**src/source/rdma_pkg.sv**
```systemverilog
package rdma_pkg;

  //////////////////////////////////////////////////////////////////////
  // Field widths
  //////////////////////////////////////////////////////////////////////

  typedef logic [4:0]  opcode_t;  // App or RC opcode
  typedef logic [9:0]  qpn_t;     // Queue pair number
  typedef logic [47:0] vaddr_t;   // Virtual address
  typedef logic [31:0] len_t;     // Byte length
  typedef logic [15:0] params_t;  // Opaque, carried through untouched

  //////////////////////////////////////////////////////////////////////
  // Constants
  //////////////////////////////////////////////////////////////////////

  localparam len_t PMTU_BYTES  = 32'd1024;  // Segment size for writes
  localparam int   QUEUE_DEPTH = 16;        // Default decoupling depth

  // Application opcodes
  localparam opcode_t APP_READ  = 5'd1;
  localparam opcode_t APP_WRITE = 5'd2;
  localparam opcode_t APP_SEND  = 5'd3;
  localparam opcode_t APP_IMMED = 5'd4;

  // RC opcodes on the wire
  localparam opcode_t RC_SEND_ONLY         = 5'd4;
  localparam opcode_t RC_RDMA_WRITE_FIRST  = 5'd6;
  localparam opcode_t RC_RDMA_WRITE_MIDDLE = 5'd7;
  localparam opcode_t RC_RDMA_WRITE_LAST   = 5'd8;
  localparam opcode_t RC_RDMA_WRITE_ONLY   = 5'd10;
  localparam opcode_t RC_RDMA_READ_REQUEST = 5'd12;

  //////////////////////////////////////////////////////////////////////
  // Request and packet words
  //////////////////////////////////////////////////////////////////////

  // Application request as posted by software
  typedef struct packed {
    opcode_t opcode;
    qpn_t    qpn;
    logic    mode;    // 1 = raw, opcode passed as is
    vaddr_t  lvaddr;
    vaddr_t  rvaddr;
    len_t    len;
    params_t params;
  } app_req_t;

  // One RC request packet
  typedef struct packed {
    opcode_t opcode;
    qpn_t    qpn;
    logic    host;    // 0 only for immediates
    logic    mode;
    logic    last;
    vaddr_t  lvaddr;
    vaddr_t  rvaddr;
    len_t    len;
    params_t params;
  } pkt_req_t;

  // Merger bookkeeping, which engine was granted last
  typedef enum logic {
    SRC_WR,
    SRC_SP
  } mrg_state_t;

endpackage

```
**src/source/req_dispatch.sv**
```systemverilog
module req_dispatch (
  // From input queue
  input  logic               in_valid,
  output logic               in_ready,
  input  rdma_pkg::app_req_t in_data,
  // To write segmenter
  output logic               wr_valid,
  input  logic               wr_ready,
  output rdma_pkg::app_req_t wr_data,
  // To single packet encoder
  output logic               sp_valid,
  input  logic               sp_ready,
  output rdma_pkg::app_req_t sp_data
);

  logic is_wr;  // Non-raw write
  logic is_sp;  // Raw, or read / send / immediate

  always_comb begin
    is_wr = !in_data.mode && (in_data.opcode == rdma_pkg::APP_WRITE);
    is_sp = in_data.mode ||
            (in_data.opcode == rdma_pkg::APP_READ) ||
            (in_data.opcode == rdma_pkg::APP_SEND) ||
            (in_data.opcode == rdma_pkg::APP_IMMED);
  end

  // Same word to both engines, valid only toward the chosen one
  assign wr_data  = in_data;
  assign sp_data  = in_data;
  assign wr_valid = in_valid & is_wr;
  assign sp_valid = in_valid & is_sp;

  // Unknown non-raw opcode is acked and dropped
  assign in_ready = is_wr ? wr_ready :
                    is_sp ? sp_ready : 1'b1;

  // Decode keeps the two routes disjoint
  always_comb begin
    assert #0 (!(wr_valid && sp_valid))
      else $error("req_dispatch: request routed to both engines");
  end

endmodule

```
**config.mk**
```make
export PLATFORM = sky130hd
export DESIGN_NAME = req_dispatch
export DESIGN_NICKNAME = d
export VERILOG_FILES = /design/src/source/rdma_pkg.sv /design/src/source/req_dispatch.sv
export SDC_FILE = /design/constraint.sdc
export NUM_CORES = 1
export LEC_CHECK = 0
export BUFFER_PORTS_ARGS = -buffer_cell sky130_fd_sc_hd__clkbuf_2
export CORE_AREA = 3 3 187 189
export DETAILED_ROUTE_END_ITERATION = 8
export DIE_AREA = 0 0 190 192
export SYNTH_ARGS = -nofsm -noshare
export SYNTH_HDL_FRONTEND = slang
export SYNTH_SLANG_ARGS = --single-unit
```
**constraint.sdc**
```tcl
create_clock -name vclk -period 1.5
set_input_delay 0.15 -clock vclk [all_inputs]
set_output_delay 0.15 -clock vclk [all_outputs]
set_load 0.02 [all_outputs]
```
======== Word level (Yosys, flattened, before mapping) ========
Index checks and enable logic that the tools add are counted.
cells by class
  eq/ne operators ......................... 4
  muxes and demuxes ....................... 2
  bitwise operators ....................... 2
  reduce and logical (&&, ||, !) cells .... 5
operators by type and width
  operator            number
  $eq 5x2->1 const B  2
  $eq 5x1->1 const B  1
  $eq 5x3->1 const B  1
  $logic_or 1x1->1    3
  $and 1x1->1         2
  $mux 1              2
  $logic_and 1x1->1   1
  $logic_not 1->1     1
word-level totals
  register bits after elaboration ......... 0
  input bits .............................. 163
  logic and storage cells ................. 13

======== Longest topological paths before layout ========
  word-level depth ........................ 6
  mapped depth ............................ 3
  mapped depth without buffers ............ 3

======== Worst setup path after synthesis ========
Ideal clock, no wire load.
  path type ............................... in2out
  from .................................... input in_data[156] (netlist bit)
  to ...................................... output in_ready
  data arrival time ....................... 0.916 ns
  required time ........................... 1.350 ns
  slack ................................... 0.434 ns
  stages on the path ...................... 3
  buffers on the path ..................... 0
  path through ............................ nor4b_1 > or4_1 > o21a_1
on the way
  cells in the longest elaborated chain, start to end .. 6
  elaborated cells between the ends (all ways) .. 10
RTL lines
  item              RTL line            source
  start, declared   req_dispatch.sv:5   input rdma_pkg::app_req_t in_data,
  $eq 5x1->1        req_dispatch.sv:22  (in_data.opcode == rdma_pkg::APP_READ) ||
  $logic_or 1x1->1  req_dispatch.sv:21  is_sp = in_data.mode ||
  $logic_or 1x1->1  req_dispatch.sv:22
  $logic_or 1x1->1  req_dispatch.sv:23  (in_data.opcode == rdma_pkg::APP_SEND) ||
  $mux 1            req_dispatch.sv:35  is_sp ? sp_ready : 1'b1;
  $mux 1 *          req_dispatch.sv:34  assign in_ready = is_wr ? wr_ready :
  end, declared     req_dispatch.sv:4   output logic in_ready,
Every way passes the cells marked *; elsewhere a longest branch is shown, timed or not.

======== Worst setup path in the final report ========
  from .................................... input in_data[144] (netlist bit)
  to ...................................... output in_ready
on the way
  cells in the longest elaborated chain, start to end .. 5
  elaborated cells between the ends (all ways) .. 7
RTL lines
  item              RTL line
  $logic_or 1x1->1  req_dispatch.sv:21
  $logic_or 1x1->1  req_dispatch.sv:22
  $logic_or 1x1->1  req_dispatch.sv:23
  $mux 1            req_dispatch.sv:35
  $mux 1 *          req_dispatch.sv:34
Marks and branches as above.

==> summary.md <==
| Metric | Value |
|---|---|
| Post-synthesis sequential area ratio | 0% |
| Die width | 190 um |
| Global-route wire length before repair | 7997 um |
| Dpl ws | 0.1842 ns |
| Slew Viols, Final | 0 |
| # DRC | 0 |
| Fin util | 2.267% |
| Syn Std Cell Area | 0.002480 mm^2 |
| CLK BUF | 0 |
| Worst Hold Class | input pin to output port |
| N_diodes | 0 |
| Hold Vio Cnt, Final | 0 |
| Post-DR vias/cell | 1.324 |
| Timing-limited maximum frequency | 759.1 MHz |
| VDD IR max | 0.05932 mV |
| Min-delay src | in_data[145] |
| Critical Path End Type | output port |
| Reg area | 0 um^2 |
| Routed WL | 7057 um |
| Worst Setup EP | in_ready |
| Antenna-violating nets left | 0 |
| Arrival time worst endpoint | 1.17 ns |
| Total power divided by cell area | 110.4 mW/mm^2 |
| Endpoints failing setup | 0 |
| Die Y | 192 um |
| CP max FO | 5 |
| Status | completed |
| Post-Synthesis Cells | 333 |
| FP Rows | 67 |
| Initial cell density of the core | 7.414% |
| DRT Pass-1 Iters | 3 |
| Critical path required time | 1.35 ns |
| RSZ-0062 raised after global routing | false |
| Total GRT Usage | 3.283% |
| Setup TNS | 0 ns |
| Min Tclk post-route | 1.317 ns |
| Largest net degree at the start of global routing | 6 |
| WS Path Type | input pin to output port |
| FFs & Latches | 0 |
| Commonest non-fill, non-tap cell in the layout | clkbuf_2 |
| Syn avg cell area | 7.447 um^2 |
| Max Cap Viol | 0 |
| Worst slew margin | 70.63% |
| Vias in the first global route | 775 |
| Layout cells sized above 1 | 67.57% |
| Worst-margin pin slew | 0.4345 ns |
| Post-DR wirelength/cell | 14.55 um |
| Final nets | 202 |
| Critical path launch point type | input pin |
| Leak Pwr | 0.1281 nW |
| Area growth from synthesis to layout | -69.42% |
| Tcrit/Tclk final | 87.82% |
| CP Launch Point | in_data[144] |
| # port buffers | 24 |
| Filler cells | 3996 |
| CTS Hold Bufs | 0 |
| Via count | 642 |
| Synth cell types | 12 |
| Total gr overflow | 0 |
| Worst setup margin | 0.1827 ns |
| Postcts setup bufs | 0 |
| Initial antenna violation count | 0 |
| Routability cong. | 0.4306 |
| Syn nets | 496 |
| Die ar. | 0.03648 mm^2 |
| Drt initial violations | 24 |
| Core box area | 0.03345 mm^2 |
| # IOs | 486 |
| Commonest non-fill, non-tap cells in the layout | clkbuf_2 (24), nor2_1 (2), nand2_1 (2) |
| Resize count post-CTS | 0 |
| Ys Warns | 0 |
[synth_stat cells]
cell	n	share of area, %
buf_4	320	97
nand2_1	2	0.30
nor2_1	2	0.30
a21oi_1	1	0.20
and3_2	1	0.30
mux2i_1	1	0.40
nor2b_1	1	0.25
nor3_1	1	0.20
nor4b_1	1	0.35
o21a_1	1	0.30
o21ai_0	1	0.20
or4_1	1	0.30
[per-stage QoR]
stage               hold WS (ns)  cell area, um^2  instances  total power (W)
floorplan                 0.4126             2480        333         0.001262
global placement          0.3002            758.2        485       0.00008349
detailed placement        0.3002            758.2        485       0.00008462
CTS                       0.3002            758.2        485       0.00008482
global route              0.3000            758.2        485       0.00009004
finish                    0.3000            758.2        485       0.00008374
[layer usage]
| metal | GRT usage [%] | wire (um) | vias up |
|---|---|---|---|
| met5 | 0 | 0 | - |
| met4 | 5.175 | 1169 | 0 |
| met3 | 4.417 | 2306 | 123 |
| met2 | 4.636 | 2804 | 261 |
| met1 | 1.071 | 776 | 160 |
| li1 | - | - | 98 |
[layout make-up]
| type | instances | area (um^2) | area share, % |
|---|---|---|---|
| Multi-Input combinational cell | 13 | 77.57 | 10.23 |
| Tap cell | 448 | 560.5 | 73.93 |
| Timing Repair Buffer | 24 | 120.1 | 15.84 |
[worst min-delay path by stage]
stage,endpoint,slack (ns),depth (start not counted)
after floorplan,sp_data[0],0.41,1
after CTS,sp_data[59],0.30,0
after global placement,sp_data[59],0.30,0
after detailed placement,sp_data[59],0.30,0
final,sp_data[145],0.30,0
after global routing,sp_data[5],0.30,0
[cells by family after synthesis]
group                  Yosys count  synth area share (%)
and+or+nand+nor                  9                 2.019
AOI/OAI and AO/OA                3                0.7061
muxes                            1                0.4036
buffers and inverters          320                 96.87
[power breakdown]
| part | internal [W] | switching, W |
|---|---|---|
| clock network | 0 | 0 |
| registers | 0 | 0 |
| logic | 0.0000281 | 0.0000557 |
[worst max-delay path, cell delays in order]
cell	delay (ns)
clkbuf_2	0.12
nor4b_1	0.45
or4_1	0.18
o21a_1	0.11
clkbuf_2	0.16
(Power assumes the default switching activity.)
