==> config.mk <==
export PLATFORM = sky130hd
export DESIGN_NAME = req_queue
export DESIGN_NICKNAME = d
export VERILOG_FILES = /design/src/source/rdma_pkg.sv /design/src/source/req_queue.sv
export SDC_FILE = /design/constraint.sdc
export NUM_CORES = 2
export LEC_CHECK = 0
export BUFFER_PORTS_ARGS = -buffer_cell sky130_fd_sc_hd__buf_4
export CORE_MARGIN = 10
export CORE_UTILIZATION = 55
export CTS_CLUSTER_DIAMETER = 40
export CTS_CLUSTER_SIZE = 25
export DETAILED_ROUTE_END_ITERATION = 7
export GPL_TIMING_DRIVEN = 0
export PLACE_DENSITY_LB_ADDON = 0.1
export SLEW_MARGIN = 20
export SYNTH_ARGS = -nofsm -noshare
export SYNTH_HDL_FRONTEND = slang
export SYNTH_SLANG_ARGS = --single-unit
==> constraint.sdc <==
create_clock -name aclk -period 5.9 [get_ports aclk]
set_input_delay 0.885 -clock aclk [delete_from_list [all_inputs] [get_ports aclk]]
set_output_delay 0.885 -clock aclk [all_outputs]
set_load 0.1 [all_outputs]
==> src/source/rdma_pkg.sv <==
package rdma_pkg;

  //////////////////////////////////////////////////////////////////////
  // Field widths
  //////////////////////////////////////////////////////////////////////

  typedef logic [4:0]  opcode_t;  // App or RC opcode
  typedef logic [9:0]  qpn_t;     // Queue pair number
  typedef logic [47:0] vaddr_t;   // Virtual address
  typedef logic [31:0] len_t;     // Byte length
  typedef logic [15:0] params_t;  // Opaque, carried through untouched

  //////////////////////////////////////////////////////////////////////
  // Constants
  //////////////////////////////////////////////////////////////////////

  localparam len_t PMTU_BYTES  = 32'd1024;  // Segment size for writes
  localparam int   QUEUE_DEPTH = 16;        // Default decoupling depth

  // Application opcodes
  localparam opcode_t APP_READ  = 5'd1;
  localparam opcode_t APP_WRITE = 5'd2;
  localparam opcode_t APP_SEND  = 5'd3;
  localparam opcode_t APP_IMMED = 5'd4;

  // RC opcodes on the wire
  localparam opcode_t RC_SEND_ONLY         = 5'd4;
  localparam opcode_t RC_RDMA_WRITE_FIRST  = 5'd6;
  localparam opcode_t RC_RDMA_WRITE_MIDDLE = 5'd7;
  localparam opcode_t RC_RDMA_WRITE_LAST   = 5'd8;
  localparam opcode_t RC_RDMA_WRITE_ONLY   = 5'd10;
  localparam opcode_t RC_RDMA_READ_REQUEST = 5'd12;

  //////////////////////////////////////////////////////////////////////
  // Request and packet words
  //////////////////////////////////////////////////////////////////////

  // Application request as posted by software
  typedef struct packed {
    opcode_t opcode;
    qpn_t    qpn;
    logic    mode;    // 1 = raw, opcode passed as is
    vaddr_t  lvaddr;
    vaddr_t  rvaddr;
    len_t    len;
    params_t params;
  } app_req_t;

  // One RC request packet
  typedef struct packed {
    opcode_t opcode;
    qpn_t    qpn;
    logic    host;    // 0 only for immediates
    logic    mode;
    logic    last;
    vaddr_t  lvaddr;
    vaddr_t  rvaddr;
    len_t    len;
    params_t params;
  } pkt_req_t;

  // Merger bookkeeping, which engine was granted last
  typedef enum logic {
    SRC_WR,
    SRC_SP
  } mrg_state_t;

endpackage

==> src/source/req_queue.sv <==
module req_queue #(
  parameter int  DEPTH = rdma_pkg::QUEUE_DEPTH,
  parameter type T     = rdma_pkg::app_req_t
) (
  input  logic        aclk,
  input  logic        aresetn,
  // Write side
  input  logic        in_valid,
  output logic        in_ready,
  input  T            in_data,
  // Read side
  output logic        out_valid,
  input  logic        out_ready,
  output T            out_data,
  // Fill level
  output logic [31:0] count
);

  T                         mem [DEPTH];  // Storage
  logic [$clog2(DEPTH)-1:0] wr_ptr;
  logic [$clog2(DEPTH)-1:0] rd_ptr;
  logic                     wr_en;
  logic                     rd_en;

  assign in_ready  = (count != DEPTH);  // Low only when full
  assign out_valid = (count != 0);
  assign out_data  = mem[rd_ptr];       // Head word, stable until popped

  assign wr_en = in_valid & in_ready;
  assign rd_en = out_valid & out_ready;

  always_ff @(posedge aclk) begin
    if (wr_en) begin
      mem[wr_ptr] <= in_data;
    end
  end

  // Pointers and occupancy
  always_ff @(posedge aclk or negedge aresetn) begin
    if (!aresetn) begin
      wr_ptr <= '0;
      rd_ptr <= '0;
      count  <= '0;
    end else begin
      if (wr_en) begin
        wr_ptr <= (wr_ptr == DEPTH - 1) ? '0 : wr_ptr + 1'b1;  // Wrap
      end
      if (rd_en) begin
        rd_ptr <= (rd_ptr == DEPTH - 1) ? '0 : rd_ptr + 1'b1;
      end
      case ({wr_en, rd_en})
        2'b10:   count <= count + 32'd1;
        2'b01:   count <= count - 32'd1;
        default: ;  // Both or neither, level unchanged
      endcase
    end
  end

  // Full queue without a pop must not move the write pointer
  assert property (@(posedge aclk) disable iff (!aresetn)
    (count == DEPTH) && !rd_en |=> $stable(wr_ptr) && (count == DEPTH))
    else $error("req_queue: write accepted while full");

endmodule

Word level (Yosys, flattened, before mapping) --
Memory sizes are Yosys's and may differ from the RTL's. Index checks and enable logic that the tools add are counted.
Storage, ports and cells: flip-flop bits (word level) 40, memory bits (writable) 2560, input port bits 164, logic and storage cells 22, memories 1
Memories:
- mem | depth 16, width 160, read ports 1, clocked after Yosys merged registers in 0, wr ports 1, line req_queue.sv:19 | T mem [DEPTH];
Operators by class: $add $sub $neg 4, equality and inequality tests 5, mux-type cells 5, bitwise operators 2, reductions and logical operators 2
Operators with widths (count):
- 32-bit one-hot mux with 2 select lines | 1
- 32-bit by 1-bit adder with 32-bit output (second input constant) | 1
- 32-bit by 5-bit inequality test with 1-bit output (second input constant) | 1
- 32-bit nonzero test | 1
- 32-bit by 1-bit subtractor with 32-bit output (second input constant) | 1
- 4-bit by 1-bit adder with 4-bit output (second input constant) | 2
- 4-bit == test (second input constant) | 2
- 4-bit two-way mux | 2
- 1-bit bitwise AND | 2
- 2-bit by 1-bit == test with 1-bit output (second input constant) | 1
- 2-bit == test (second input constant) | 1
- 1-bit two-way mux | 2
- 2-bit nonzero test | 1

Longest topological paths before layout --
depth after elaboration 4, gate-level depth with buffers 15, mapped depth without buffers 14

Least setup slack after synthesis --
Ideal clock, no wire load.
path kind register to register, from reg count[0], to mem mem[4][0] (netlist bit) (enable), library setup time 0.538 ns, arrival 6.353 ns, setup slack -0.991 ns, cell stages (with the launch flop) 8, path buffers 0, clock period less this slack 6.891 ns, cell sequence dfrtp_1 nor4_1 nand4_1 nor2_1 nand2_1 nand2_1 nor3_1 and2_1
Between the ends: word-level cells in the longest chain between the ends 4
Ends and longest elaborated chain:
- start: declaration | line req_queue.sv:16 | output logic [31:0] count
- start signal: assignment | line req_queue.sv:52 | 2'b10: count <= count + 32'd1;
- start signal: assignment | line req_queue.sv:53 | 2'b01: count <= count - 32'd1;
- 32-bit by 5-bit inequality test with 1-bit output | line req_queue.sv:25 | assign in_ready = (count != DEPTH);
- via in_ready | line req_queue.sv:9 | output logic in_ready,
- 1-bit bitwise AND | line req_queue.sv:29 | assign wr_en = in_valid & in_ready;
- 1-bit two-way mux | line req_queue.sv:33 | if (wr_en) begin
- 1-bit two-way mux (implied by the code) | line req_queue.sv:34 | mem[wr_ptr] <= in_data;
- end: declaration | line req_queue.sv:19
The timed path passes the listed nets, and every way through them passes these cells.

==> results_dict.tcl <==
set metrics [dict create \
    status "finished clean" \
    grt_first_pass_wirelength_um 362000 \
    synth_edf_count 2560 \
    place.gp.congestion 0.816 \
    syn_inst 3970 \
    use_met1_pct 35.7 \
    p_leak_nw 38.3 \
    dr.pass1.iters 6 \
    utilization_pct 66.1 \
    p_clk_share_pct 28.9 \
    max_stage_delay_ps 740 \
    rsz0062_at_grt "no" \
    critPathMaxFanout 10 \
    cts-buffers-inserted 336 \
    synth_seq_cells 2600 \
    worstPathRequired_ps 5020 \
    wl_per_cell_um 34.5 \
    cts-htree-levels 5 \
    synth.distinct_cells 62 \
    die_h_um 445 \
    hold_depth 1 \
    tritoncts "done" \
    hold_violations 0 \
    worst_clock_skew_ps 29.5 \
    rr_endpoint "count[30]" \
    clockBufferDepth 4 \
    p_per_area_nw_per_um2 588 \
    gr-usage-met3_pct 5.40 \
    drive_above_1_share_pct 38.1 \
    placed_cell_area_um2 107000 \
    ant_nets 0 \
    num_rows 155 \
    io_pins 358 \
    die_x_um 445 \
    synth_top_area_share_pct 77.4 \
    num_vias 47400 \
    grt_usage_pct 25.7 \
    stdcell_area_um2 118000 \
    drt_iter0_drc 5277 \
    finalSetupTns_ps 0 \
    avgSynthCellArea_um2 25.0 \
    numPortBuffers 357 \
    synth.cells.most_frequent "edfxtp_1 (2560), mux4_2 (800), clkbuf_1 (90)" \
    yosys_warnings 0 \
    netlist_top_cells_area "edfxtp_1 (77%), mux4_2 (18%), dfrtp_1 (1.0%)" \
    startpoint_type "flop" \
    place_hpwl_um 149000 \
    period_needed_ps 5450 \
    yosysMostFrequentCell "edfxtp_1" \
    setup.worst_path.class "reg -> out" \
    hold_end "mem[4][90]" \
    insertion_delay_ps 930 \
    worst_slack_ps 450 \
    antenna_found_initial 37 \
    fin_nets 4955 \
    routed_wl_um 254000 \
    combPwrFrac_pct 39.1 \
    cp_common_cell "buf_2" \
    power_mw 69.6 \
    grt_max_degree 41 \
    drv_slew 0 \
    path_clk_slew_ps 60 \
    min_from "in_data[90]" \
    area_growth_pct 19.2 \
    cts-root-buf "clkbuf_16" \
    multi_input_area_um2 20500 \
    ir_drop_mv 0.851 \
    hp-class "in -> reg" \
    core-area_um2 179000 \
    power_frac_seq_pct 32.1 \
    yosysTopAreaCell "edfxtp_1" \
    drv_cap 0 \
    seq_area_um2 77900 \
    p_switching_mw 27.0 \
    grt.busiest_layer "met2" \
    setup-violations-final 0 \
    yosysSeqAreaShare_pct 78.4 \
    worstMarginPinSlew_ps 1180 \
    synth_nets 4171 \
    swShare_pct 38.8 \
    critPathSlowestCell "buf_2" \
    grt-ovfl-total 0 \
    relSlewSlack_pct 21.0 \
    rrSetupSlack_ps 1080 \
    postCtsSetupBuffers 0 \
    end_kind "output port" \
    met2_usage_pct 42.1 \
    worstPathArrival_ps 4570 \
    cts_sinks 2600 \
    timing.final.crit_share_pct 92.4 \
    fmax_mhz 183 \
    reg2reg_depth 15 \
    start_util_pct 55.5 \
    pre_cts_slack_ps 1140 \
    fill_cells 11300 \
    rr_startpoint "count[15]" \
    internal_power_mw 42.6 \
    die_area_um2 198000 \
    grt_pass1_vias 48600 \
    path_cells "clkbuf_1 -> buf_2 -> buf_2 -> buf_2 -> mux4_2 -> mux4_2 -> buf_4" \
    vias_per_cell 6.42 \
    synth-async-reset-ratio_pct 1.54 \
    drc_errors 0 \
    netlist_area_um2 99300 \
    synthFlopType "edfxtp_1" \
]
[worst max-delay path, delay by kind of cell, from the launching register on]
kind / cells / cell delay [ps]
buffers and inverters: 5 / 2130
flip-flops: 1 / 350
multiplexers: 2 / 1110
[worst max path at each step]
stage / start / to / slack, ps / cells past startpoint
2_1_floorplan: count[0] / count[31] / 660 / 14
3_3_place_gp: count[15] / mem[7][15] / -1140 / 7
3_5_place_dp: out_ready / count[30] / 1140 / 13
4_1_cts: rd_ptr[0] / out_data[140] / 370 / 7
5_1_grt: rd_ptr[1] / out_data[35] / 320 / 6
6_report: rd_ptr[0] / out_data[140] / 450 / 7
[cell families (layout without fill, tap and decap cells)]
| kind of cell | count (synthesis) | count (layout) | share of synthesized area (%) |
|---|---|---|---|
| buffers and inverters | 204 | 1245 | 0.905 |
| flip-flops | 2600 | 2600 | 78.4 |
| AND/OR/NAND/NOR | 165 | 165 | 0.826 |
| multiplexers | 805 | 805 | 18.2 |
| AO/OA/AOI/OAI | 138 | 138 | 0.962 |
| XOR/XNOR | 21 | 21 | 0.185 |
| adder cells (fa/ha/maj) | 37 | 37 | 0.474 |
| other | 0 | 9 | 0 |
[placed cells by master, fill, tap and decap left out, types with 5 or more instances in the layout]
cell type	instances
a21o_1	16
and2_4	16
inv_8	21
xnor2_1	15
a311oi_1	6
buf_12	24
ha_1	35
buf_4	371
dfrtp_1	40
nand2b_1	5
nor4_1	8
clkbuf_1	103
nand2_1	57
o21ai_0	35
buf_16	64
nand4_1	5
edfxtp_1	2560
o21a_1	7
clkbuf_2	21
bufinv_16	31
diode_2	9
xor2_1	6
inv_1	11
mux4_2	800
nor2_1	20
clkinv_2	38
buf_1	16
nand3_1	15
clkinv_1	31
a21oi_1	32
clkinv_4	23
clkbuf_16	342
inv_6	48
buf_2	67
nor3_1	17
clkinvlp_4	28
[what timing repair did]
action	CTS	global route
hold buffers	1	0
resized for setup	0	0
endpoints found under the setup margin	0	0
hold endpoints to repair	40	0
[registers in the layout, summed over array words and instances (netlist names)]
register  flops
mem        2560
rd_ptr        4
wr_ptr        4
count        32
[layer usage]
layer | up-vias | routed length, um
met5 | - | 124
met4 | 20 | 5920
met3 | 375 | 20400
met2 | 2163 | 128000
met1 | 25800 | 100000
li1 | 19100 | -
[stage by stage]
stage	hold slack [ps]	std cells
CTS	170	7366
global route	207	7375
floorplan	507	3970
detailed placement	539	6770
finish	237	7375
global placement	530	6682
[power by group through the flow]
stage | sequential (mW) | clock, mW | combinational (mW)
finish | 22.3 | 20.1 | 27.2
detailed placement | 22.7 | 0 | 27.5
global route | 22.4 | 21.2 | 28.2
CTS | 22.3 | 20.3 | 27.6
floorplan | 23.4 | 0 | 18.8
global placement | 22.9 | 0 | 27.0
[final cells by class]
type	count	area share [%]
Antenna cell	9	0.0190
Clock buffer	371	7.33
Timing Repair Buffer	446	4.17
Tap cell	2355	2.49
Clock inverter	224	2.00
Sequential cell	2600	65.8
Multi-Input combinational cell	1166	17.4
Inverter	11	0.0349
Buffer	193	0.756
(Power assumes the default switching activity.)
