==> src/source/rdma_pkg.sv <==
package rdma_pkg;

  //////////////////////////////////////////////////////////////////////
  // Field widths
  //////////////////////////////////////////////////////////////////////

  typedef logic [4:0]  opcode_t;  // App or RC opcode
  typedef logic [9:0]  qpn_t;     // Queue pair number
  typedef logic [47:0] vaddr_t;   // Virtual address
  typedef logic [31:0] len_t;     // Byte length
  typedef logic [15:0] params_t;  // Opaque, carried through untouched

  //////////////////////////////////////////////////////////////////////
  // Constants
  //////////////////////////////////////////////////////////////////////

  localparam len_t PMTU_BYTES  = 32'd1024;  // Segment size for writes
  localparam int   QUEUE_DEPTH = 16;        // Default decoupling depth

  // Application opcodes
  localparam opcode_t APP_READ  = 5'd1;
  localparam opcode_t APP_WRITE = 5'd2;
  localparam opcode_t APP_SEND  = 5'd3;
  localparam opcode_t APP_IMMED = 5'd4;

  // RC opcodes on the wire
  localparam opcode_t RC_SEND_ONLY         = 5'd4;
  localparam opcode_t RC_RDMA_WRITE_FIRST  = 5'd6;
  localparam opcode_t RC_RDMA_WRITE_MIDDLE = 5'd7;
  localparam opcode_t RC_RDMA_WRITE_LAST   = 5'd8;
  localparam opcode_t RC_RDMA_WRITE_ONLY   = 5'd10;
  localparam opcode_t RC_RDMA_READ_REQUEST = 5'd12;

  //////////////////////////////////////////////////////////////////////
  // Request and packet words
  //////////////////////////////////////////////////////////////////////

  // Application request as posted by software
  typedef struct packed {
    opcode_t opcode;
    qpn_t    qpn;
    logic    mode;    // 1 = raw, opcode passed as is
    vaddr_t  lvaddr;
    vaddr_t  rvaddr;
    len_t    len;
    params_t params;
  } app_req_t;

  // One RC request packet
  typedef struct packed {
    opcode_t opcode;
    qpn_t    qpn;
    logic    host;    // 0 only for immediates
    logic    mode;
    logic    last;
    vaddr_t  lvaddr;
    vaddr_t  rvaddr;
    len_t    len;
    params_t params;
  } pkt_req_t;

  // Merger bookkeeping, which engine was granted last
  typedef enum logic {
    SRC_WR,
    SRC_SP
  } mrg_state_t;

endpackage

==> src/source/write_segmenter.sv <==
module write_segmenter (
  input  logic               aclk,
  input  logic               aresetn,
  // Write requests from dispatch
  input  logic               in_valid,
  output logic               in_ready,
  input  rdma_pkg::app_req_t in_data,
  // Segmented RC packets
  output logic               out_valid,
  input  logic               out_ready,
  output rdma_pkg::pkt_req_t out_data
);

  typedef enum logic [1:0] {
    SEG_IDLE,   // Waiting for a write
    SEG_FIRST,  // First packet on the output
    SEG_NEXT    // Middle or last packet on the output
  } seg_state_t;

  seg_state_t        state;

  // Per-request fields, fixed for the whole write
  rdma_pkg::qpn_t    qpn_q;
  rdma_pkg::params_t params_q;
  logic              mode_q;

  // Running segment position
  rdma_pkg::len_t    rem_len;   // Bytes not yet sent
  rdma_pkg::vaddr_t  lvaddr_q;
  rdma_pkg::vaddr_t  rvaddr_q;

  logic              last_pkt;  // Remainder fits in one packet
  logic              pkt_take;

  assign last_pkt  = (rem_len <= rdma_pkg::PMTU_BYTES);
  assign in_ready  = (state == SEG_IDLE);
  assign out_valid = (state != SEG_IDLE);
  assign pkt_take  = out_valid & out_ready;

  //////////////////////////////////////////////////////////////////////
  // Packet build
  //////////////////////////////////////////////////////////////////////

  always_comb begin
    if (state == SEG_FIRST) begin
      out_data.opcode = last_pkt ? rdma_pkg::RC_RDMA_WRITE_ONLY
                                 : rdma_pkg::RC_RDMA_WRITE_FIRST;
    end else begin
      out_data.opcode = last_pkt ? rdma_pkg::RC_RDMA_WRITE_LAST
                                 : rdma_pkg::RC_RDMA_WRITE_MIDDLE;
    end
    out_data.qpn    = qpn_q;
    out_data.host   = 1'b1;     // Writes always from host memory
    out_data.mode   = mode_q;
    out_data.last   = 1'b1;
    out_data.lvaddr = lvaddr_q;
    out_data.rvaddr = rvaddr_q;
    out_data.len    = last_pkt ? rem_len : rdma_pkg::PMTU_BYTES;  // Tail gets remainder
    out_data.params = params_q;
  end

  //////////////////////////////////////////////////////////////////////
  // FSM and segment registers
  //////////////////////////////////////////////////////////////////////

  always_ff @(posedge aclk or negedge aresetn) begin
    if (!aresetn) begin
      state <= SEG_IDLE;
    end else begin
      case (state)
        SEG_IDLE: if (in_valid) state <= SEG_FIRST;
        default:  if (out_ready) state <= last_pkt ? SEG_IDLE : SEG_NEXT;
      endcase
    end
  end

  always_ff @(posedge aclk) begin
    if (in_valid && in_ready) begin  // Capture new write
      qpn_q    <= in_data.qpn;
      params_q <= in_data.params;
      mode_q   <= in_data.mode;
      rem_len  <= in_data.len;
      lvaddr_q <= in_data.lvaddr;
      rvaddr_q <= in_data.rvaddr;
    end else if (pkt_take && !last_pkt) begin  // Step to next segment
      rem_len  <= rem_len - rdma_pkg::PMTU_BYTES;
      lvaddr_q <= lvaddr_q + rdma_pkg::vaddr_t'(rdma_pkg::PMTU_BYTES);
      rvaddr_q <= rvaddr_q + rdma_pkg::vaddr_t'(rdma_pkg::PMTU_BYTES);
    end
  end

  assert property (@(posedge aclk) disable iff (!aresetn)
    out_valid |-> out_data.len <= rdma_pkg::PMTU_BYTES)
    else $error("write_segmenter: packet longer than PMTU");

endmodule

==> config.mk <==
export PLATFORM = sky130hd
export DESIGN_NAME = write_segmenter
export DESIGN_NICKNAME = d
export VERILOG_FILES = /design/src/source/rdma_pkg.sv /design/src/source/write_segmenter.sv
export SDC_FILE = /design/constraint.sdc
export NUM_CORES = 1
export LEC_CHECK = 0
export BUFFER_PORTS_ARGS = -buffer_cell sky130_fd_sc_hd__buf_2
export CAP_MARGIN = 20
export CORE_MARGIN = 2
export CORE_UTILIZATION = 53
export CTS_CLUSTER_DIAMETER = 40
export DETAILED_ROUTE_END_ITERATION = 16
export GPL_TIMING_DRIVEN = 0
export PLACE_DENSITY = 0.95
export SYNTH_ARGS = -nofsm -noshare
export SYNTH_HDL_FRONTEND = slang
export SYNTH_SLANG_ARGS = --single-unit
==> constraint.sdc <==
create_clock -name aclk -period 8.55 [get_ports aclk]
set_input_delay 0.855 -clock aclk [delete_from_list [all_inputs] [get_ports aclk]]
set_output_delay 0.855 -clock aclk [all_outputs]
set_load 0.03 [all_outputs]
**After elaboration in Yosys (flattened, before gate mapping)**

Index checks and enable logic that the tools add are counted.

- Memories: 0
- RAM bits: 0
- Latch bits: 0
- Bits in read-only memories: 0
- Register bits after elaboration: 157

- Add/sub/neg operators: 3
- Equality and inequality tests: 2
- Muxes and demuxes: 14
- Bitwise gates (word level): 1
- Reductions and logical operators: 8
- Shift operators: 0
- Magnitude comparators: 1
- Divide/modulo/power cells: 0
- Multiply operators: 0

Operator list:

| operator | number |
|---|---|
| 48-bit two-way mux | 4 |
| 48-bit by 11-bit adder with 48-bit output (second input constant) | 2 |
| 32-bit two-way mux | 3 |
| 32-bit by 11-bit less-or-equal comparator with 1-bit output (second input constant) | 1 |
| 32-bit by 11-bit subtractor with 32-bit output (second input constant) | 1 |
| 4-bit two-way mux | 3 |
| 2-bit two-way mux | 4 |
| 2-bit nonzero test | 3 |
| 2-bit by 1-bit equality test with 1-bit output (second input constant) | 1 |
| 1-bit logical AND | 2 |
| 2-bit logical NOT | 1 |
| 2-bit inequality test (second input constant) | 1 |
| 2-bit AND reduction | 1 |
| 1-bit AND | 1 |
| 1-bit logical NOT | 1 |

**Longest topological paths before layout**

- Word-level depth: 5
- Gate-level depth with buffers: 8

**Least setup slack after synthesis**

OpenSTA, ideal clock, no wires.

- Path kind: input port to flip-flop
- Start point: input in_valid
- End point: register lvaddr_q[10] (enable)
- Arrival: 3.561 ns
- Data required time: 8.084 ns
- Stages on the path: 5
- Setup time: 0.466 ns
- Buffers on the path: 2
- Path slack: 4.523 ns
- Path through: nand2_1 -> inv_1 -> buf_6 -> buf_6 -> a31o_1

- Cells in the longest elaborated chain, start to end: 2

RTL lines:

| what | line | source |
|---|---|---|
| start, declared | write_segmenter.sv:5 | `input logic in_valid,` |
| 1-bit logical AND | write_segmenter.sv:78 | `if (in_valid && in_ready) begin` |
| 2-bit nonzero test (no source line) | n/a |  |
| end signal, assigned | write_segmenter.sv:83 | `lvaddr_q <= in_data.lvaddr;` |
| end signal, assigned | write_segmenter.sv:87 | `lvaddr_q <= lvaddr_q + rdma_pkg::vaddr_t'(rdma_pkg::PMTU_BYTES);` |
| end, declared | write_segmenter.sv:29 | `rdma_pkg::vaddr_t lvaddr_q;` |

Every way passes these cells.
A chain may end at the register's enable or synchronous reset.

==> results.json <==
{
  "use_met1": 0.333,
  "clock-root-buffer": "clkbuf_16",
  "num_vias": 7265,
  "antenna_found_initial": 2,
  "wl_um": 23700,
  "grt_pass1_vias": 7069,
  "fin_crit_sh": 0.430,
  "setup_viol": 0,
  "cp_cell_sequence": "nor3_1 -> nand4_1 -> nor4_4 -> inv_2 -> nor2_1 -> buf_2",
  "cts_resized": 0,
  "cts_max_level": 4,
  "p_per_area_nw_per_um2": 263,
  "drt_iter0_markers": 492,
  "cts.path.max_buffers": 2,
  "drc": 0,
  "critPathLaunchType": "register",
  "skew_ns": 0.0143,
  "core_region_area_sq_um": 15100,
  "final_area_sq_um": 10600,
  "grt_use_met2": 0.498,
  "drv_cap": 0,
  "cts_made_buffers": 17,
  "setup_tns_ns": 0,
  "gp_congestion": 0.897,
  "design.die.area_sq_um": 16400,
  "die_w_um": 128,
  "grt_pass1_wl_um": 35700,
  "busiest_layer": "met2",
  "synthToLayoutAreaGrowth_pct": 30.1,
  "initial_core_util": 0.540,
  "fmax_mhz": 272,
  "dpl.hpwl_um": 17600,
  "crit_type": "reg -> out",
  "synth_edf_count": 155,
  "fin_hold_ws_ns": 0.203,
  "synth_top_flop_cell": "edfxtp_1",
  "io_buffers": 299,
  "fin_util": 0.703,
  "overflow": 0,
  "status": "finished clean",
  "vias_per_cell": 5.59,
  "max-vdd-ir-drop_uv": 151,
  "fp-row-count": 45,
  "synth_cell_types": 39,
  "clkSinkCount": 157,
  "drive_above_1_share": 0.341,
  "synthesis.area_sq_um": 8150,
  "cp_slowest_cell": "nor3_1",
  "worst_pin_slew_ns": 0.927,
  "synth_cells": 756,
  "ys_seq_area_frac": 0.577,
  "hold_path_class": "in -> async",
  "required_ns": 7.70,
  "cp_top_family": "simple AND/OR/NAND/NOR gates",
  "slew_viol_final": 0,
  "crit_buf_inv": 2,
  "cts_tree": "yes",
  "gr-usage-all-layers": 0.283,
  "ys_ff_latch": 157,
  "critPathMaxFanout": 6,
  "finalPower_w": 0.00279,
  "clock_latency_ns": 0.42,
  "slew-limit-headroom": 0.382,
  "cp-end-kind": "output pin",
  "p_leak_nw": 4.20,
  "hold_viol_final": 0,
  "rsz0062_at_grt": "no",
  "wl_per_cell_um": 18.3,
  "postPlaceCellArea_sq_um": 10000,
  "ys_async_sr_fraction": 0.0127,
  "cts_setup_buffers": 0,
  "yosysWarnings": 0,
  "design.portCount": 328,
  "slowest_delay_ns": 0.53,
  "period_needed_ns": 3.68,
  "final_nets": 1264,
  "die_h_um": 128,
  "avgSynthCellArea_sq_um": 10.8,
  "worstPathArrival_ns": 2.82,
  "postRouteAntennaNets": 0,
  "use_met3": 0.0710,
  "drtPass1Iterations": 5,
  "grt_max_degree": 67,
  "holdBufCountCts": 0,
  "path_clk_slew_ns": 0.07
}
## cell type report
cell class,instances,area [sq um]
Inverter,16,60.1
Sequential cell,157,4700
Antenna cell,2,5.00
Clock buffer,21,460
Clock inverter,11,136
Buffer,58,342
Multi-Input combinational cell,546,3140
Fill cell,1086,4490
Tap cell,188,235
Timing Repair Buffer,300,1520
## layout by cell type, fill, tap and decap left out, types with 23 or more instances in the layout
cell type  count
and3_1        39
buf_4         25
clkbuf_1      28
conb_1        23
buf_2        302
edfxtp_1     155
xnor2_1       51
nand4_1       24
nand3_1       32
nor2_1        35
nand2_1      120
xor2_1        37
o21ai_0       84
## metrics by stage
step | worst slack (ns) | cells
finish | 4.87 | 1299
global route | 4.77 | 1299
global placement | 3.02 | 1264
detailed placement | 5.40 | 1265
floorplan | 4.52 | 777
CTS | 4.91 | 1297
## sequential cells by signal, indices dropped and copies added, names as in the netlist
signal	cells
state	2
mode_q	1
rvaddr_q	48
lvaddr_q	48
params_q	16
qpn_q	10
rem_len	32
## cell families after synthesis
kind of cell | Yosys count | synth area share
compound gates | 106 | 0.0669
xor+xnor | 88 | 0.0946
fa+ha+maj | 4 | 0.00614
buf+inv | 74 | 0.0488
flops | 157 | 0.577
other cells | 2 | 0.000921
simple gates | 325 | 0.205
## where the power goes
group	total (W)	internal [W]	switching, W
Sequential	0.00124	0.00107	0.000168
Clock	0.000768	0.000451	0.000318
Combinational	0.000785	0.000256	0.000529
## cell usage after synthesis, types with 15 or more instances
master    count  area share
inv_1        15      0.0069
xnor2_1      51       0.055
nor3_1       21       0.013
buf_4        25       0.023
nor2_1       35       0.016
nand4_1      24       0.018
clkbuf_1     27       0.012
and3_1       39       0.030
o21ai_0      84       0.052
nand2_1     120       0.055
nand3_1      32       0.020
xor2_1       37       0.040
edfxtp_1    155        0.57
## final timing paths
check | startpoint | cells after the start | slack [ns] | to
setup / recovery | rem_len[16] | 6 | 4.87 | out_data[27]
hold / removal | aresetn | 1 | 0.20 | state[1]
setup reg to reg | rem_len[16] | 6 | 5.44 | lvaddr_q[11]
hold reg to reg | state[0] | 2 | 0.61 | state[1]
max in group asynchronous | aresetn | 1 | 8.25 | state[0]
min in group aclk | in_data[153] | 1 | 0.60 | qpn_q[8]
## per-layer routing
layer | routed length [um] | vias up
met5 | 0 | -
met4 | 525 | 0
met3 | 2040 | 48
met2 | 12300 | 427
met1 | 8880 | 3421
li1 | - | 3369
No activity file was read; power rests on OpenSTA's default activity.
