**config.mk**
```make
export PLATFORM = sky130hd
export DESIGN_NAME = packet_merger
export DESIGN_NICKNAME = d
export VERILOG_FILES = /design/src/source/rdma_pkg.sv /design/src/source/packet_merger.sv
export SDC_FILE = /design/constraint.sdc
export NUM_CORES = 1
export LEC_CHECK = 0
export BUFFER_PORTS_ARGS = -buffer_cell sky130_fd_sc_hd__buf_2
export CAP_MARGIN = 20
export CORE_AREA = 2 2 193 195
export DETAILED_ROUTE_END_ITERATION = 6
export DIE_AREA = 0 0 195 197
export HOLD_SLACK_MARGIN = 0.06
export PLACE_DENSITY_LB_ADDON = 0.15
export SLEW_MARGIN = 20
export SYNTH_ARGS = -nofsm -noshare
export SYNTH_HDL_FRONTEND = slang
export SYNTH_SLANG_ARGS = --single-unit
```
**constraint.sdc**
```tcl
create_clock -name aclk -period 2.1 [get_ports aclk]
set_clock_uncertainty 0.15 [all_clocks]
set_input_delay 0.21 -clock aclk [delete_from_list [all_inputs] [get_ports aclk]]
set_output_delay 0.21 -clock aclk [all_outputs]
set_load 0.05 [all_outputs]
```
**src/source/rdma_pkg.sv**
```systemverilog
package rdma_pkg;

  //////////////////////////////////////////////////////////////////////
  // Field widths
  //////////////////////////////////////////////////////////////////////

  typedef logic [4:0]  opcode_t;  // App or RC opcode
  typedef logic [9:0]  qpn_t;     // Queue pair number
  typedef logic [47:0] vaddr_t;   // Virtual address
  typedef logic [31:0] len_t;     // Byte length
  typedef logic [15:0] params_t;  // Opaque, carried through untouched

  //////////////////////////////////////////////////////////////////////
  // Constants
  //////////////////////////////////////////////////////////////////////

  localparam len_t PMTU_BYTES  = 32'd1024;  // Segment size for writes
  localparam int   QUEUE_DEPTH = 16;        // Default decoupling depth

  // Application opcodes
  localparam opcode_t APP_READ  = 5'd1;
  localparam opcode_t APP_WRITE = 5'd2;
  localparam opcode_t APP_SEND  = 5'd3;
  localparam opcode_t APP_IMMED = 5'd4;

  // RC opcodes on the wire
  localparam opcode_t RC_SEND_ONLY         = 5'd4;
  localparam opcode_t RC_RDMA_WRITE_FIRST  = 5'd6;
  localparam opcode_t RC_RDMA_WRITE_MIDDLE = 5'd7;
  localparam opcode_t RC_RDMA_WRITE_LAST   = 5'd8;
  localparam opcode_t RC_RDMA_WRITE_ONLY   = 5'd10;
  localparam opcode_t RC_RDMA_READ_REQUEST = 5'd12;

  //////////////////////////////////////////////////////////////////////
  // Request and packet words
  //////////////////////////////////////////////////////////////////////

  // Application request as posted by software
  typedef struct packed {
    opcode_t opcode;
    qpn_t    qpn;
    logic    mode;    // 1 = raw, opcode passed as is
    vaddr_t  lvaddr;
    vaddr_t  rvaddr;
    len_t    len;
    params_t params;
  } app_req_t;

  // One RC request packet
  typedef struct packed {
    opcode_t opcode;
    qpn_t    qpn;
    logic    host;    // 0 only for immediates
    logic    mode;
    logic    last;
    vaddr_t  lvaddr;
    vaddr_t  rvaddr;
    len_t    len;
    params_t params;
  } pkt_req_t;

  // Merger bookkeeping, which engine was granted last
  typedef enum logic {
    SRC_WR,
    SRC_SP
  } mrg_state_t;

endpackage

```
**src/source/packet_merger.sv**
```systemverilog
module packet_merger (
  input  logic               aclk,
  input  logic               aresetn,
  // From write segmenter
  input  logic               wr_valid,
  output logic               wr_ready,
  input  rdma_pkg::pkt_req_t wr_data,
  // From single packet encoder
  input  logic               sp_valid,
  output logic               sp_ready,
  input  rdma_pkg::pkt_req_t sp_data,
  // Merged stream to output queue
  output logic               out_valid,
  input  logic               out_ready,
  output rdma_pkg::pkt_req_t out_data
);

  rdma_pkg::mrg_state_t last_src;  // Last granted source
  rdma_pkg::mrg_state_t grant;
  logic                 lock;      // Output stalled, keep grant

  always_comb begin
    if (lock) begin
      grant = last_src;
    end else if (wr_valid && sp_valid) begin  // Contention, alternate
      grant = (last_src == rdma_pkg::SRC_WR) ? rdma_pkg::SRC_SP : rdma_pkg::SRC_WR;
    end else if (wr_valid) begin
      grant = rdma_pkg::SRC_WR;
    end else begin
      grant = rdma_pkg::SRC_SP;
    end
  end

  assign out_valid = (grant == rdma_pkg::SRC_WR) ? wr_valid : sp_valid;
  assign out_data  = (grant == rdma_pkg::SRC_WR) ? wr_data  : sp_data;
  assign wr_ready  = out_ready && (grant == rdma_pkg::SRC_WR);
  assign sp_ready  = out_ready && (grant == rdma_pkg::SRC_SP);

  always_ff @(posedge aclk or negedge aresetn) begin
    if (!aresetn) begin
      last_src <= rdma_pkg::SRC_SP;  // First tie goes to writes
      lock     <= 1'b0;
    end else if (out_valid) begin
      last_src <= grant;
      lock     <= !out_ready;        // Hold until taken
    end
  end

  // Engines hold their word and the grant holds the source
  assert property (@(posedge aclk) disable iff (!aresetn)
    out_valid && !out_ready |=> out_valid && $stable(out_data))
    else $error("packet_merger: output changed while stalled");

endmodule

```
Word-level counts from Yosys, hierarchy flattened
Index checks and enable logic that the tools add are counted.
Word-level totals
  flip-flop bits (word level): 2
  word-level logic and storage cells: 13
  output and inout bits: 165
  bits of input ports: 329
Operators by class
  bitwise logic cells: 1
  muxes and demuxes: 6
  reductions and logical operators: 4
Operators with widths (count)
  2-to-1 mux 162 bit: 1
  2-to-1 mux 1 bit: 5
  logical AND 1 bit: 3
  logical NOT 1 bit: 1
  inverter 1 bit: 1

Logic depth before layout (Yosys ltp)
Gate-level depths: netlist of run 1.
  word-level depth: 5
  gate-level depth with buffers: 5
  depth with buffers taken out: 3

Worst setup path after synthesis of run 1
Ideal clock, no wire load.
  path kind: register to output
  start: register last_src
  end: output port sp_ready
  slack: 19 ps
  required time: 1740 ps
  stages on the path, launching flop included: 6
  path buffers: 2
  data arrival time: 1721 ps
  cell sequence: dfstp_2 > nand2b_1 > o21ai_2 > buf_6 > buf_6 > nor2b_1
On the way
  cells in the longest elaborated chain, start to end: 4
Ends and longest elaborated chain
  start, declared: line packet_merger.sv:18  | rdma_pkg::mrg_state_t last_src;
  start signal, assigned: line packet_merger.sv:41  | last_src <= rdma_pkg::SRC_SP;
  start signal, assigned: line packet_merger.sv:44  | last_src <= grant;
  2-to-1 mux 1 bit: line packet_merger.sv:26  | grant = (last_src == rdma_pkg::SRC_WR) ? rdma_pkg::SRC_SP : rdma_pkg::SRC_WR;
  2-to-1 mux 1 bit: line packet_merger.sv:25  | end else if (wr_valid && sp_valid) begin
  2-to-1 mux 1 bit (*): line packet_merger.sv:23  | if (lock) begin
  logical AND 1 bit (*): line packet_merger.sv:37  | assign sp_ready = out_ready && (grant == rdma_pkg::SRC_SP);
  end, declared: line packet_merger.sv:10  | output logic sp_ready,
Mark *: on every way between the ends. The rest lies on a longest branch, timed or not.

==> metrics, run 1 <==
outcome=complete, but fails checks; violated checks=negative setup slack; final setup margin=-248.1 ps; clk slew on worst S/H paths=roughly 30 ps; Worst Setup Path Type=reg -> out; synthesized area=approximately 0.0026 sq mm; RSZ-0062 raised after global routing=yes; Critical Path Fanout Max=8; Mapped Cells=about 200; Max transition margin=between 80 and 90%; DR DRC count=0; initial core utilization=7.253%; # setup viols final=163; post-route ant nets=0; Buf+Inv Stages, Crit Path=4; routability cong.=approximately 0.69; Nets=1,056; Critical Path Sink=out_data[105]; clock net sink count=2; worst flop-to-flop path endpoint=lock$_DFFE_PN0P_; CP Depth=7; syn avg cell area=13.35 sq um; hpwl dp=between 15,000 and 20,000 microns; Synth Flop Type=dfstp_2; Via density=about 3.2; WP data required=around 1700 ps; worst ir drop on vdd=between 500 and 600 uV; crit start category=flop; CTS tree=built; DP Area=around 0.0058 sq mm; first-pass GRT wire length=between 20,000 and 25,000 microns; vias after detailed routing=approximately 3,800; initial DRC count=32; Global Route Usage Sum=~7.4%; CTS buffer count=3; synth warn=0; fin. max-slew vios=0; cell taking the most area after synthesis=mux2_4; worst path arrival time=1990 ps; Worst R2R Path Depth=4; Setup WS pre-CTS=-44.89 ps; crit path from=last_src$_DFFE_PN1P_; Area Growth Syn to Fin=165.0%; Port Buffers=between 400 and 500; vias in the first global route=between 3,000 and 4,000; Fmax=roughly 0.43 GHz; top cells by area, synth=mux2_4 (57%), mux2_1 (25%), buf_12 (7.6%), buf_6 (3.4%), mux2_2 (1.7%); Post-synth EDFFs=0; total leakage power=just under 4 nW; Cell variety after synth=17; Yosys top cell area share=57.09%; worst-margin pin slew=270.9 ps; Core Region=0.03626 sq mm; cell with the most instances after synthesis=mux2_4; Pwr per Cell Area=roughly 1400 mW/mm^2; CP Capture Type=output port; most frequent CP cell=buf_6; share of the clock period used by the worst path=111.8%; initial antenna violation count=0; share of cells above drive strength 1=96.69%; final worst path period need=2348 ps; gr ovfl total=0; diodes inserted=0; maxcap violations=0; H-tree depth=1; clock root cell=clkbuf_16; I/O Pins=roughly 490; Synth async-reset ratio=100.0%; fin area=around 0.007 sq mm; Die Y=around 200 microns; Routed WL=~18,000 microns; Synth Register Bits=2; post-synthesis sequential area ratio=1.951%; HP Class=in -> reg; Die Wd=a little under 200 microns; average wire per standard cell=roughly 15 microns; CTS max path bufs=2; Post-Syn Nets=526; Clk Latency, worst-skew pair=~220 ps; CP peak stage delay=~540 ps; row cnt=70; worst path cell trace=nor2b_2, o21ai_4, buf_6, clkbuf_16, buf_6, mux2_1, buf_6; Commonest cells post-synth=mux2_4 (100), mux2_1 (58), buf_12 (10), buf_6 (8), mux2_2 (4); R2R Setup Slk=around 870 ps; Total Die Area=a little under 0.04 sq mm; final hold vios=0; worst r2r src=last_src$_DFFE_PN1P_; CP max stage cell=dfstp_2; first drt pass iteration count=4; Crit path max-delay family=buffers and inverters; largest net degree at the start of global routing=30
area by class of cell:
class,count,area [sq um]
fillers,4115,29290
repair buffers,543,3766
multi-input cells,176,2484
well taps,468,585.6
clock buffers,4,78.83
flip-flops and latches,2,51.30
inverters,1,3.754
layer usage:
| metal | vias to the layer above | track usage (%) | routed length (microns) |
|---|---|---|---|
| li1 | 1807 | - | - |
| met1 | 1688 | 7.079 | 5810 |
| met2 | 297 | 16.28 | 10410 |
| met3 | 6 | 1.437 | 1539 |
| met4 | 0 | 0.5372 | 104 |
| met5 | - | 0 | 0 |
what timing repair did:
action | CTS | global route
setup endpoints to repair | 163 | 163
buffers inserted | 0 | 8
hold buffers | 1 | 0
hold endpoints to repair | 2 | 0
pin swaps | 0 | 1
gates cloned | 0 | 4
gates resized for setup | 119 | 222
kinds of logic (layout without fill, tap and decap cells):
group                  count (synthesis)  count (layout)  synth area share (%)
multiplexers                         162             162                 83.63
flip-flops                             2               2                 1.951
AO/OA/AOI/OAI                          6               6                 1.427
buffers and inverters                 19             548                 11.18
AND/OR/NAND/NOR                        8               8                 1.808
worst register-to-register path, stage by stage (launching register included):
cell and delay [ps]:
dfstp_2 540, buf_4 110, nor2b_1 160, o21ai_0 100, o21ai_0 80
metrics by stage:
step                      util (%)  hold slack, ps  total power, mW  std cells  setup TNS [ps]
after CTS                    17.16           134.4            8.348       1182          -35800
final                        19.22           129.1            9.519       1194          -30300
after floorplan                  -          -235.6            6.049        197               0
after detailed placement     15.94          -141.0            7.557       1177           -2519
after global placement       15.94          -146.9            7.619       1177           -1882
after global routing         19.22           154.1            9.867       1194          -39630
how the worst min path moves through the flow:
stage / start / to / slack [ps] / cells past startpoint
2_1_floorplan: aresetn / lock$_DFFE_PN0P_ / -240 / 0
3_3_place_gp: aresetn / lock$_DFFE_PN0P_ / -150 / 1
3_5_place_dp: aresetn / lock$_DFFE_PN0P_ / -140 / 1
4_1_cts: out_ready / lock$_DFFE_PN0P_ / 130 / 2
5_1_grt: out_ready / lock$_DFFE_PN0P_ / 150 / 2
6_report: out_ready / lock$_DFFE_PN0P_ / 130 / 2
sequential cells by signal, indices dropped and copies added, names as in the netlist:
signal,cells
last_src,1
lock,1
placed cells by master, fill, tap and decap left out, types with 2 or more instances in the layout:
cell type / netlist / final
a21oi_1: 2 / 2
buf_12: 10 / 10
buf_2: 0 / 376
buf_4: 0 / 38
buf_6: 8 / 106
buf_8: 0 / 7
clkbuf_16: 0 / 6
clkbuf_4: 0 / 2
mux2_1: 58 / 10
mux2_2: 4 / 5
mux2_4: 100 / 147
nand2b_4: 0 / 2
nor2_1: 2 / 2
nor2b_1: 2 / 2
o21ai_0: 2 / 2
where the power goes:
group          total (mW)  switching [mW]  internal (mW)
combinational        9.15            5.13           4.02
sequential         0.0734          0.0128         0.0606
clock               0.297          0.0465          0.250
total                9.52            5.19           4.33
(Power assumes the default switching activity.)
==> run 2, diff against run 1 <==
PLACE_DENSITY_LB_ADDON = 0.05   (was 0.15)
clock period = 2 ns   (was 2.1 ns; I/O delays follow)
==> run 2 against run 1 <==
The flow still finishes with violations (negative setup slack); global-route usage increased by 0.79 points; utilization fell by 0.26 points; routed wire length rose by 1.2%; clock-buffer cell count unchanged; flip-flop and latch count unchanged; first-iteration DRC count is 25% higher; die area unchanged; largest cell class unchanged; highest routed layer is now met5.
==> metrics, run 2 (synthesis results as in run 1) <==
DR DRC count=0 (unchanged); Nets=1,048 (was 1,056); CP max stage cell=dfstp_2 (unchanged); Clk Latency, worst-skew pair=220 ps (about the same); post-route ant nets=0 (unchanged); Comb power frac=96.0% (was 96.1%); Total Die Area=0.03842 sq mm (unchanged); Routed WL=18,070 microns (was 17,860 microns); crit start category=flop (unchanged); Port Buffers=493 (unchanged); gr ovfl total=0 (unchanged); CTS tree=built (unchanged); CP peak stage delay=550 ps (was 540 ps); Die Y=197 microns (unchanged); clock net sink count=2 (unchanged); P_sw=5.386 mW (was 5.192 mW); Crit path max-delay family=buffers and inverters (unchanged); final worst path period need=2318 ps; WP data required=1650 ps (was 1740 ps); Filler cells=4,067 (was 4,115); # setup viols final=163 (unchanged); initial DRC count=40 (was 32); FF+latch area=51.30 sq um (unchanged); average wire per standard cell=15.18 microns (was 14.96 microns); Setup WS pre-CTS=-134.9 ps (was -44.89 ps); first drt pass iteration count=4 (unchanged); vias in the first global route=4,055 (was 3,705); H-tree depth=1 (unchanged); clock root cell=clkbuf_16 (unchanged); Via density=3.207 (was 3.181); worst path cell trace=nor2b_2, o21ai_4, buf_12, clkbuf_16, clkbuf_16, mux2_4, buf_6 (was nor2b_2, o21ai_4, buf_6, clkbuf_16, buf_6, mux2_1, buf_6); Area Growth Syn to Fin=161.4% (was 165.0%); Buf+Inv Stages, Crit Path=4 (unchanged); Global Route Usage Sum=8.158% (was 7.369%); fin. max-slew vios=0 (unchanged); Tot Pwr=9.777 mW (was 9.519 mW); HP Class=in -> async (was in -> reg); row cnt=70 (unchanged); final setup margin=-317.9 ps (was -248.1 ps); initial core utilization=7.253% (unchanged); worst-margin pin slew=285.3 ps (was 270.9 ps); final hold vios=0 (unchanged); Sequential Power Share=0.8% (about the same); RSZ-0062 raised after global routing=yes (unchanged); Critical Path Fanout Max=7 (was 8); part of the power in the clock network=3.2% (was 3.1%); most frequent cells in the layout=buf_2 (377), buf_6 (109), mux2_4 (108) (was buf_2 (376), mux2_4 (147), buf_6 (106)); Pwr per Cell Area=1422 mW/mm^2 (was 1366 mW/mm^2); largest net degree at the start of global routing=22 (was 30); Sw Ratio=55.08% (was 54.54%); vias after detailed routing=3,816 (was 3,798); maxcap violations=0 (unchanged); CTS buffer count=3 (unchanged); CP Capture Type=output port (unchanged); worst ir drop on vdd=549.3 uV (was 583.6 uV); violated checks=negative setup slack (unchanged); worst path arrival time=1970 ps (was 1990 ps); share of cells above drive strength 1=91.23% (was 96.69%); most frequent CP cell=clkbuf_16 (was buf_6); share of the clock period used by the worst path=115.9%; outcome=complete, but fails checks (unchanged); CTS max path bufs=2 (unchanged); Max transition margin=81.11% (was 82.06%); multi-input logic area=0.002332 sq mm (was 0.002484 sq mm); Worst Setup Path Type=reg -> out (unchanged); total leakage power=3.682 nW (was 3.842 nW); routability cong.=0.8208 (was 0.6932); initial antenna violation count=8 (was 0); Die Wd=195 microns (unchanged); I/O Pins=494 (unchanged); Core Region=0.03626 sq mm (unchanged); Fmax=roughly 0.43 GHz; first-pass GRT wire length=23,730 microns (was 21,510 microns); hpwl dp=16,340 microns (was 15,150 microns); leading cell type in the layout, fill and taps excluded=buf_2 (unchanged); Int Pwr=4.392 mW (was 4.328 mW); clk slew on worst S/H paths=30 ps (about the same); Largest regs=last_src (1), lock (1) (unchanged)
run 2: cell types whose count changed in the layout (fill, tap and decap cells not counted), sizes merged:
| cell | delta |
|---|---|
| clkbuf | +2 |
| buf | -11 |
| diode | +4 |
| dlygate4sd3 | +1 |
run 2: power by group through the flow:
| stage | clock, mW | combinational, mW | sequential (mW) |
|---|---|---|---|
| CTS | 0.319 | 8.46 | 0.0758 |
| floorplan | 0 | 6.28 | 0.0780 |
| global placement | 0 | 7.91 | 0.0750 |
| finish | 0.313 | 9.39 | 0.0769 |
| detailed placement | 0 | 7.88 | 0.0764 |
| global route | 0.323 | 9.75 | 0.0798 |
run 2: layout make-up:
class | count | share of cell area (%)
inverter | 1 | 0.05461
timing repair buffer | 535 | 55.46
clock buffer | 4 | 1.147
antenna | 4 | 0.1456
tap | 468 | 8.518
sequential | 2 | 0.7463
multi-input combinational | 176 | 33.93
run 2: worst paths after layout:
check	start	endpoint	slack [ps]	cells past startpoint
setup reg to reg	last_src$_DFFE_PN1P_	lock$_DFFE_PN0P_	790	4
hold reg to reg	last_src$_DFFE_PN1P_	last_src$_DFFE_PN1P_	440	1
hold / removal	aresetn	lock$_DFFE_PN0P_	150	2
min in group aclk	wr_valid	lock$_DFFE_PN0P_	170	3
max in group asynchronous	aresetn	last_src$_DFFE_PN1P_	1360	2
setup / recovery	last_src$_DFFE_PN1P_	out_data[67]	-320	7
run 2: layer usage:
metal	global-route usage, %	up-vias	share of wire, %	wire [microns]
met5	0	-	0.044	8
met4	2.262	2	1.3	235
met3	2.259	16	8.8	1583
met2	18.25	289	60	10810
met1	6.645	1712	30	5432
li1	-	1797	-	-
run 2: timing repair:
action	CTS	global route
setup buffers	0	4
gates cloned	0	6
hold buffers	2	0
gates resized for setup	128	173
setup endpoints to repair	164	165
endpoints found under the hold margin	3	0
pin swaps	0	1
run 2: stage by stage:
step | setup TNS, ps | instance area (sq um) | utilization (%) | cells | hold WS, ps
detailed placement | -14140 | 5743 | 15.84 | 1170 | -159.0
finish | -43590 | 6874 | 18.96 | 1190 | 149.5
global route | -53520 | 6874 | 18.96 | 1190 | 182.8
CTS | -49420 | 6237 | 17.20 | 1176 | 159.3
global placement | -10470 | 5743 | 15.84 | 1170 | -159.4
floorplan | 0 | 2633 | - | 197 | -245.6
